$ cat config.mk
export PLATFORM = sky130hd
export DESIGN_NAME = ip_minimal
export DESIGN_NICKNAME = d
export VERILOG_FILES = /design/src/eth_pkg.sv /design/src/eth_rx_parser.sv /design/src/arp_responder.sv /design/src/udp_tx_framer.sv /design/src/tx_arbiter.sv /design/src/ip_minimal.sv
export VERILOG_INCLUDE_DIRS = /design/src
export SDC_FILE = /design/constraint.sdc
export NUM_CORES = 1
export LEC_CHECK = 0
export BUFFER_PORTS_ARGS = -buffer_cell sky130_fd_sc_hd__buf_2
export CAP_MARGIN = 10
export CORE_MARGIN = 4
export CORE_UTILIZATION = 34
export CTS_CLUSTER_DIAMETER = 40
export DETAILED_ROUTE_END_ITERATION = 7
export PLACE_DENSITY = 0.48
export SLEW_MARGIN = 20
export SYNTH_ARGS = -nofsm -noshare
export SYNTH_HDL_FRONTEND = slang
export SYNTH_HIERARCHICAL = 1
export SYNTH_SLANG_ARGS = --single-unit
$ cat constraint.sdc
create_clock -name eth_clk -period 14.1 [get_ports eth_clk]
set_clock_uncertainty 0.2 [all_clocks]
set_input_delay 0.705 -clock eth_clk [delete_from_list [all_inputs] [get_ports eth_clk]]
set_output_delay 0.705 -clock eth_clk [all_outputs]
set_load 0.005 [all_outputs]
$ cat src/eth_macros.svh
`ifndef ETH_MACROS_SVH
`define ETH_MACROS_SVH

// Own station
`define MY_MAC 48'h00_AA_BB_CC_DD_EE
`define MY_IP 32'h0A_05_05_05

// Fixed peer for outgoing UDP, no ARP cache
`define DEST_MAC 48'h30_85_A9_13_05_32
`define DEST_IP 32'h0A_05_05_01

// UDP ports
`define MY_UDP_PORT 16'd50000
`define DEST_UDP_PORT 16'd50001

// Largest payload that fits a 1500 byte IP packet
`define UDP_MAX_PAYLOAD 16'd1472

`endif

$ cat src/eth_pkg.sv
`default_nettype none

package eth_pkg;

	typedef logic [7:0] octet_t;
	typedef logic [47:0] mac_addr_t;
	typedef logic [31:0] ip_addr_t;

	// Requester of an ARP request
	typedef struct packed {
		mac_addr_t mac;
		ip_addr_t ip;
	} arp_peer_t;

	// One frame source toward the transmit arbiter
	typedef struct packed {
		octet_t data;
		logic valid;
	} tx_byte_t;

	typedef enum logic [2:0] {
		rx_idle,
		rx_eth_hdr,
		rx_arp_body,
		rx_ip_hdr,
		rx_udp_hdr,
		rx_payload,
		rx_drain
	} rx_state_t;

	typedef enum logic [1:0] {
		tx_idle,
		tx_checksum,
		tx_header,
		tx_payload
	} tx_state_t;

	typedef enum logic {
		arp_idle,
		arp_send
	} arp_state_t;

endpackage

`default_nettype wire

$ cat src/eth_rx_parser.sv
`timescale 1ns/1ps
`default_nettype none
`include "eth_macros.svh"

module eth_rx_parser (
	input  wire logic              eth_clk,
	input  wire logic              rst,
	input  wire eth_pkg::octet_t   eth_rx_data,
	input  wire logic              eth_rx_data_valid,
	input  wire logic              eth_rx_frame_good,
	input  wire logic              eth_rx_frame_bad,
	output eth_pkg::octet_t        udp_rx,
	output logic                   udp_rx_dv,
	output logic                   arp_req,
	output eth_pkg::arp_peer_t     arp_peer
);
	import eth_pkg::*;

	rx_state_t state;
	logic [10:0] idx;
	logic [39:0] shreg;
	logic [15:0] remain;
	mac_addr_t cur48;
	ip_addr_t cur32;
	logic [15:0] cur16;

	// Last bytes of the frame including the current one
	assign cur48 = {shreg, eth_rx_data};
	assign cur32 = cur48[31:0];
	assign cur16 = cur48[15:0];

	always_ff @(posedge eth_clk) begin
		if (rst) begin
			state <= rx_idle;
			idx <= '0;
			remain <= '0;
			arp_req <= 1'b0;
			udp_rx_dv <= 1'b0;
		end else begin
			arp_req <= 1'b0;
			udp_rx_dv <= 1'b0;
			if (eth_rx_frame_good || eth_rx_frame_bad) begin
				state <= rx_idle;
				idx <= '0;
			end else if (eth_rx_data_valid) begin
				idx <= idx + 11'd1;
				case (state)
					rx_idle: state <= rx_eth_hdr;
					rx_eth_hdr: begin
						if (idx == 11'd5 && cur48 != `MY_MAC && cur48 != 48'hFFFF_FFFF_FFFF)
							state <= rx_drain;
						if (idx == 11'd13) begin
							if (cur16 == 16'h0806)
								state <= rx_arp_body;
							else if (cur16 == 16'h0800)
								state <= rx_ip_hdr;
							else
								state <= rx_drain;
						end
					end
					rx_arp_body: begin
						// Opcode 1 is a request
						if (idx == 11'd21 && cur16 != 16'h0001)
							state <= rx_drain;
						if (idx == 11'd41) begin
							arp_req <= (cur32 == `MY_IP);
							state <= rx_drain;
						end
					end
					rx_ip_hdr: begin
						if (idx == 11'd14 && eth_rx_data != 8'h45)
							state <= rx_drain;
						if (idx == 11'd23 && eth_rx_data != 8'd17)
							state <= rx_drain;
						if (idx == 11'd33)
							state <= (cur32 == `MY_IP) ? rx_udp_hdr : rx_drain;
					end
					rx_udp_hdr: begin
						if (idx == 11'd37 && cur16 != `MY_UDP_PORT)
							state <= rx_drain;
						if (idx == 11'd39) begin
							remain <= cur16 - 16'd8;
							// No payload at all
							if (cur16 < 16'd9)
								state <= rx_drain;
						end
						if (idx == 11'd41)
							state <= rx_payload;
					end
					rx_payload: begin
						udp_rx_dv <= 1'b1;
						remain <= remain - 16'd1;
						// Anything past the UDP length is pad
						if (remain == 16'd1)
							state <= rx_drain;
					end
					rx_drain: state <= rx_drain;
					default: state <= rx_drain;
				endcase
			end
		end
	end

	always_ff @(posedge eth_clk) begin
		if (eth_rx_data_valid) begin
			shreg <= cur48[39:0];
			udp_rx <= eth_rx_data;
			if (state == rx_arp_body && idx == 11'd27)
				arp_peer.mac <= cur48;
			if (state == rx_arp_body && idx == 11'd31)
				arp_peer.ip <= cur32;
		end
	end

endmodule

`default_nettype wire

$ cat src/arp_responder.sv
`timescale 1ns/1ps
`default_nettype none
`include "eth_macros.svh"

module arp_responder (
	input  wire logic               eth_clk,
	input  wire logic               rst,
	input  wire logic               arp_req,
	input  wire eth_pkg::arp_peer_t arp_peer,
	input  wire logic               arp_ack,
	output eth_pkg::tx_byte_t       arp_tx
);
	import eth_pkg::*;

	arp_state_t state;
	arp_peer_t peer;
	logic [5:0] idx;
	logic acked;
	logic out_valid;
	octet_t out_data;
	logic [335:0] reply;

	// Ethernet header then ARP reply body
	assign reply = {
		peer.mac, `MY_MAC, 16'h0806,
		16'h0001, 16'h0800, 8'd6, 8'd4, 16'h0002,
		`MY_MAC, `MY_IP, peer.mac, peer.ip
	};

	assign arp_tx = '{data: out_data, valid: out_valid};

	always_ff @(posedge eth_clk) begin
		if (rst) begin
			state <= arp_idle;
			idx <= '0;
			acked <= 1'b0;
			out_valid <= 1'b0;
		end else begin
			case (state)
				arp_idle: begin
					if (arp_req) begin
						state <= arp_send;
						idx <= '0;
						acked <= 1'b0;
					end
				end
				arp_send: begin
					if (!out_valid && !acked) begin
						// First byte waits here for ack
						out_valid <= 1'b1;
						idx <= 6'd1;
					end else if (arp_ack || acked) begin
						acked <= 1'b1;
						if (idx == 6'd42) begin
							out_valid <= 1'b0;
							state <= arp_idle;
						end else begin
							idx <= idx + 6'd1;
						end
					end
				end
				default: state <= arp_idle;
			endcase
		end
	end

	always_ff @(posedge eth_clk) begin
		if (state == arp_idle && arp_req)
			peer <= arp_peer;
		// Byte 0 is loaded once and then held until ack
		if (state == arp_send && idx != 6'd42 && (!out_valid || arp_ack || acked))
			out_data <= reply[8 * (41 - idx) +: 8];
	end

endmodule

`default_nettype wire

$ cat src/udp_tx_framer.sv
`timescale 1ns/1ps
`default_nettype none
`include "eth_macros.svh"

module udp_tx_framer (
	input  wire logic            eth_clk,
	input  wire logic            rst,
	input  wire logic [15:0]     udp_tx_pending_data,
	input  wire eth_pkg::octet_t udp_tx,
	input  wire logic            udp_ack,
	output logic                 udp_tx_rden,
	output eth_pkg::tx_byte_t    udp_tx_byte
);
	import eth_pkg::*;

	localparam ip_addr_t src_ip = `MY_IP;
	localparam ip_addr_t dst_ip = `DEST_IP;
	// Header words that never change, total length is added at run time
	localparam logic [19:0] const_sum = 20'h04500 + 20'h04011
		+ {4'd0, src_ip[31:16]} + {4'd0, src_ip[15:0]}
		+ {4'd0, dst_ip[31:16]} + {4'd0, dst_ip[15:0]};

	tx_state_t state;
	logic [1:0] step;
	logic [15:0] len;
	logic [15:0] idx;
	logic [19:0] sum;
	logic [15:0] csum;
	logic acked;
	logic out_valid;
	octet_t out_data;
	logic streaming;
	logic rden_due;
	logic [15:0] tot_len;
	logic [15:0] udp_len;
	logic [15:0] frame_end;
	logic [335:0] hdr;

	assign tot_len = len + 16'd28;
	assign udp_len = len + 16'd8;
	assign frame_end = len + 16'd42;
	assign streaming = udp_ack || acked;
	// A payload byte is requested two bytes before it goes out
	assign rden_due = (idx >= 16'd40) && (idx < len + 16'd40);

	assign hdr = {
		`DEST_MAC, `MY_MAC, 16'h0800,
		8'h45, 8'h00, tot_len, 16'h0000, 16'h0000, 8'd64, 8'd17, csum,
		src_ip, dst_ip,
		`MY_UDP_PORT, `DEST_UDP_PORT, udp_len, 16'h0000
	};

	assign udp_tx_byte = '{data: out_data, valid: out_valid};

	always_ff @(posedge eth_clk) begin
		if (rst) begin
			state <= tx_idle;
			step <= '0;
			idx <= '0;
			acked <= 1'b0;
			out_valid <= 1'b0;
			udp_tx_rden <= 1'b0;
		end else begin
			udp_tx_rden <= 1'b0;
			case (state)
				tx_idle: begin
					if (udp_tx_pending_data != 16'd0) begin
						state <= tx_checksum;
						step <= '0;
					end
				end
				tx_checksum: begin
					step <= step + 2'd1;
					if (step == 2'd2) begin
						state <= tx_header;
						out_valid <= 1'b1;
						idx <= 16'd1;
						acked <= 1'b0;
					end
				end
				tx_header: begin
					if (streaming) begin
						acked <= 1'b1;
						idx <= idx + 16'd1;
						udp_tx_rden <= rden_due;
						if (idx == 16'd41)
							state <= tx_payload;
					end
				end
				tx_payload: begin
					if (idx == frame_end) begin
						out_valid <= 1'b0;
						state <= tx_idle;
					end else begin
						idx <= idx + 16'd1;
						udp_tx_rden <= rden_due;
					end
				end
				default: state <= tx_idle;
			endcase
		end
	end

	always_ff @(posedge eth_clk) begin
		case (state)
			tx_idle: begin
				if (udp_tx_pending_data > `UDP_MAX_PAYLOAD)
					len <= `UDP_MAX_PAYLOAD;
				else
					len <= udp_tx_pending_data;
			end
			tx_checksum: begin
				case (step)
					2'd0: sum <= const_sum + {4'd0, tot_len};
					2'd1: sum <= {4'd0, sum[15:0]} + {16'd0, sum[19:16]};
					default: begin
						// Second fold cannot carry again
						csum <= ~(sum[15:0] + {12'd0, sum[19:16]});
						out_data <= hdr[335:328];
					end
				endcase
			end
			tx_header: begin
				if (streaming)
					out_data <= hdr[8 * (41 - idx[5:0]) +: 8];
			end
			tx_payload: begin
				if (idx != frame_end)
					out_data <= udp_tx;
			end
			default: out_data <= out_data;
		endcase
	end

endmodule

`default_nettype wire

$ cat src/tx_arbiter.sv
`timescale 1ns/1ps
`default_nettype none

module tx_arbiter (
	input  wire logic              eth_clk,
	input  wire logic              rst,
	input  wire eth_pkg::tx_byte_t arp_tx,
	input  wire eth_pkg::tx_byte_t udp_tx_byte,
	input  wire logic              eth_tx_ack,
	output eth_pkg::octet_t        eth_tx_data,
	output logic                   eth_tx_data_en,
	output logic                   arp_ack,
	output logic                   udp_ack
);
	import eth_pkg::*;

	logic busy;
	logic sel_udp;
	tx_byte_t granted;

	assign granted = sel_udp ? udp_tx_byte : arp_tx;

	always_ff @(posedge eth_clk) begin
		if (rst) begin
			busy <= 1'b0;
			sel_udp <= 1'b0;
		end else if (!busy) begin
			// ARP has priority between frames
			if (arp_tx.valid) begin
				busy <= 1'b1;
				sel_udp <= 1'b0;
			end else if (udp_tx_byte.valid) begin
				busy <= 1'b1;
				sel_udp <= 1'b1;
			end
		end else if (!granted.valid) begin
			busy <= 1'b0;
		end
	end

	assign eth_tx_data = busy ? granted.data : 8'h00;
	assign eth_tx_data_en = busy && granted.valid;
	assign arp_ack = busy && !sel_udp && eth_tx_ack;
	assign udp_ack = busy && sel_udp && eth_tx_ack;

endmodule

`default_nettype wire

$ cat src/ip_minimal.sv
`timescale 1ns/1ps
`default_nettype none

module ip_minimal (
	input  wire logic            eth_clk,
	input  wire logic            rst,
	input  wire eth_pkg::octet_t eth_rx_data,
	input  wire logic            eth_rx_data_valid,
	input  wire logic            eth_rx_frame_good,
	input  wire logic            eth_rx_frame_bad,
	output wire eth_pkg::octet_t eth_tx_data,
	output wire logic            eth_tx_data_en,
	input  wire logic            eth_tx_ack,
	output wire eth_pkg::octet_t udp_rx,
	output wire logic            udp_rx_dv,
	input  wire logic [15:0]     udp_tx_pending_data,
	input  wire eth_pkg::octet_t udp_tx,
	output wire logic            udp_tx_rden
);
	import eth_pkg::*;

	wire logic arp_req;
	wire arp_peer_t arp_peer;
	wire tx_byte_t arp_tx;
	wire tx_byte_t udp_tx_byte;
	wire logic arp_ack;
	wire logic udp_ack;

	eth_rx_parser parser0 (
		.eth_clk(eth_clk),
		.rst(rst),
		.eth_rx_data(eth_rx_data),
		.eth_rx_data_valid(eth_rx_data_valid),
		.eth_rx_frame_good(eth_rx_frame_good),
		.eth_rx_frame_bad(eth_rx_frame_bad),
		.udp_rx(udp_rx),
		.udp_rx_dv(udp_rx_dv),
		.arp_req(arp_req),
		.arp_peer(arp_peer)
	);

	arp_responder arp0 (
		.eth_clk(eth_clk),
		.rst(rst),
		.arp_req(arp_req),
		.arp_peer(arp_peer),
		.arp_ack(arp_ack),
		.arp_tx(arp_tx)
	);

	udp_tx_framer framer0 (
		.eth_clk(eth_clk),
		.rst(rst),
		.udp_tx_pending_data(udp_tx_pending_data),
		.udp_tx(udp_tx),
		.udp_ack(udp_ack),
		.udp_tx_rden(udp_tx_rden),
		.udp_tx_byte(udp_tx_byte)
	);

	tx_arbiter arb0 (
		.eth_clk(eth_clk),
		.rst(rst),
		.arp_tx(arp_tx),
		.udp_tx_byte(udp_tx_byte),
		.eth_tx_ack(eth_tx_ack),
		.eth_tx_data(eth_tx_data),
		.eth_tx_data_en(eth_tx_data_en),
		.arp_ack(arp_ack),
		.udp_ack(udp_ack)
	);

endmodule

`default_nettype wire

==> results.toml <==
[run_status]
run_status = "complete, no violations"

[cells_and_area]
final_common_cell = "edfxtp_1"
fin_nets = 1724
final_cell_mix = "265 x edfxtp_1, 142 x nor2_1, 115 x nand2_1"
areaGrowthSynthToFinish_pct = 15.6
utilization_pct = 39.9
drive_gt1_share_pct = 13.8

[setup_path]
worstPathMaxFanout = 24
startpoint_type = "register"
rr_worst_depth = 8
end_kind = "register"
arrival_ns = 3.79
critPathRequiredTime_ns = 14.21
worstSetupPathType = "reg -> reg"

[pwr]
clockPowerShare_pct = 39.8
p_seq_share_pct = 37.4
pwr-share-comb_pct = 22.8
leakage_nw = 6.77
power.switching_mw = 1.13
power_density_nw_per_um2 = 171
p_total_mw = 3.44
vdd_drop_max_v = 0.0000809
p_int_mw = 2.31
switching_share_pct = 32.9

[sta]
finalSetupViolations = 0
slew_headroom_pct = 28.3
holdWs_ns = 0.211
final-hold-violation-count = 0
clock.fmax_mhz = 272
tns_ns = 0
rsz0062_at_grt = "false"
min_period_ns = 3.68
tightest_slew_ns = 1.07
post-route-period-util_pct = 26.1
slew_violations = 0

[floorplanning]
floorplan.initialDensity_pct = 34.5
die_area_sq_um = 54900
die_x_um = 234
ios = 57
core_area_sq_um = 50400
core.rowCount = 82
die_y_um = 234

[clock_network]
clk_latency_ns = 0.61
clk_pin_slew_ns = 0.06
cts-root-buf = "clkbuf_16"
cts_buffers = 56
clock_path_buffers = 3
clock_sinks = 331
cts_resized = 0
cts_hold_buffers = 0
post-cts-setup-buffer-count = 0
cts_tree = "yes"
ctsHtreeMaxLevel = 2

[place]
io_buffers = 56
gp_congestion = 0.870
hpwlAfterDp_um = 35500

[detailed_routing]
via_per_inst = 5.47
drt-initial-drc-count = 1089
drt-pass1-iter-count = 7
antenna_left = 0
routed-via-count = 12900
wl_per_cell_um = 21.4
wl_um = 50300
drc_errors = 0

[logic_synthesis]
async_flop_share_pct = 0
synth_cell_types = 104
synth-seq-cells = 331
ys.flop_type = "edfxtp_1"
ys_seq_area_share_pct = 53.3
synth_cells = 1599
yosysWarnings = 6
synth_edf_count = 265
syn_area_sq_um = 17400
syn_avg_cell_area_sq_um = 10.9

[worst_hold_path]
whs_path_depth = 0
hp-class = "reg -> reg"

[run]
cap_violations = 0

[grt]
grt_pass1_vias = 12800
grt_overflow = 0
grt_max_degree = 76
antenna_found_initial = 0
grt_pass1_wl_um = 77600
groute.usage.overall_pct = 18.3
path summary, 6_finish.rpt:
| check | end | start | slack (ns) |
|---|---|---|---|
| hold / removal | arp0/peer[45] | parser0/arp_peer[45] | 0.21 |
| setup reg to reg | framer0/out_data[6] | framer0/idx[1] | 10.42 |
| hold reg to reg | arp0/peer[45] | parser0/arp_peer[45] | 0.21 |
| setup / recovery | framer0/out_data[6] | framer0/idx[1] | 10.42 |
synthesized netlist by cell type (10+ instances only):
| cell | count | share of area [%] |
|---|---|---|
| and2_1 | 16 | 0.58 |
| nor2b_1 | 12 | 0.43 |
| buf_4 | 15 | 0.65 |
| o31ai_1 | 10 | 0.43 |
| a22oi_1 | 13 | 0.56 |
| nand2_1 | 115 | 2.5 |
| nor4_1 | 27 | 0.97 |
| o21ai_0 | 56 | 1.6 |
| edfxtp_1 | 265 | 46 |
| or4_1 | 18 | 0.78 |
| ha_1 | 49 | 3.5 |
| inv_1 | 32 | 0.69 |
| o21a_1 | 10 | 0.43 |
| nand4_1 | 45 | 1.6 |
| nand2b_1 | 13 | 0.47 |
| buf_2 | 25 | 0.72 |
| dfxtp_1 | 66 | 7.6 |
| xor2_1 | 56 | 2.8 |
| a21oi_1 | 90 | 2.6 |
| clkbuf_1 | 38 | 0.82 |
| nor2_1 | 142 | 3.1 |
| a31oi_1 | 20 | 0.72 |
| o211ai_1 | 12 | 0.52 |
| o21ai_1 | 19 | 0.55 |
| nand3_1 | 57 | 1.6 |
| xnor2_1 | 51 | 2.6 |
| nor3_1 | 44 | 1.3 |
| or3_1 | 14 | 0.50 |
| a211oi_1 | 16 | 0.69 |
| buf_1 | 10 | 0.22 |
| and3_1 | 19 | 0.68 |
| mux2i_1 | 33 | 1.9 |
| nor4b_1 | 10 | 0.50 |
critical path, cell delays in order, from the launching register on:
cell      delay (ns)
dfxtp_1         0.33
clkinv_1        0.37
ha_1            1.00
nor2_1          0.35
nand2_1         0.24
nor2_1          0.07
a221o_1         0.41
a211oi_1        0.26
o21ai_0         0.16
cell families after synthesis:
kind of cell	share of synthesized area (%)
AND/OR/NAND/NOR	17.5
AO/OA/AOI/OAI	14.0
flip-flops	53.3
buffers and inverters	3.63
XOR/XNOR	5.39
adder cells (fa/ha/maj)	3.52
multiplexers	2.67
other	0.0215
sequential cells by signal, summed over array words and instances (netlist names), 2 cells and up:
name / cells
framer0/out_data: 8
arp0/idx: 6
framer0/sum: 17
framer0/state: 2
arp0/out_data: 8
parser0/state: 3
framer0/len: 16
framer0/idx: 16
parser0/idx: 11
arp0/peer: 80
parser0/shreg: 33
parser0/arp_peer: 80
framer0/csum: 16
parser0/remain: 16
framer0/step: 2
parser0/udp_rx: 7
layout make-up:
| type | count | area [sq um] |
|---|---|---|
| Tap cell | 672 | 841 |
| Sequential cell | 331 | 9280 |
| Clock inverter | 43 | 494 |
| Multi-Input combinational cell | 1139 | 7560 |
| Timing Repair Buffer | 70 | 385 |
| Inverter | 39 | 146 |
| Antenna cell | 1 | 2.50 |
| Fill cell | 4910 | 30300 |
| Clock buffer | 60 | 1420 |
layer usage:
metal | track usage, % | wire length, um | part of all wire [%]
met1 | 23.8 | 21800 | 43
met2 | 31.5 | 25000 | 50
met3 | 3.18 | 2110 | 4.2
met4 | 5.29 | 1300 | 2.6
met5 | 0 | 0 | 0
power by group through the flow:
stage,Clock (mW),Sequential [mW],Combinational [mW]
after CTS,1.40,1.29,0.788
after global placement,0,1.31,0.784
after floorplan,0,1.23,0.590
after detailed placement,0,1.31,0.782
final,1.37,1.29,0.785
after global routing,1.45,1.30,0.864
metrics by stage:
stage | setup slack [ns] | std cells | instance area (sq um)
6_report | 10.42 | 2355 | 20100
5_1_grt | 10.28 | 2354 | 20100
4_1_cts | 10.45 | 2354 | 20100
3_5_place_dp | 10.50 | 2251 | 18200
3_3_place_gp | 10.50 | 2251 | 18200
2_1_floorplan | 7.67 | 1603 | 17400
No activity file was read; power rests on OpenSTA's default activity.
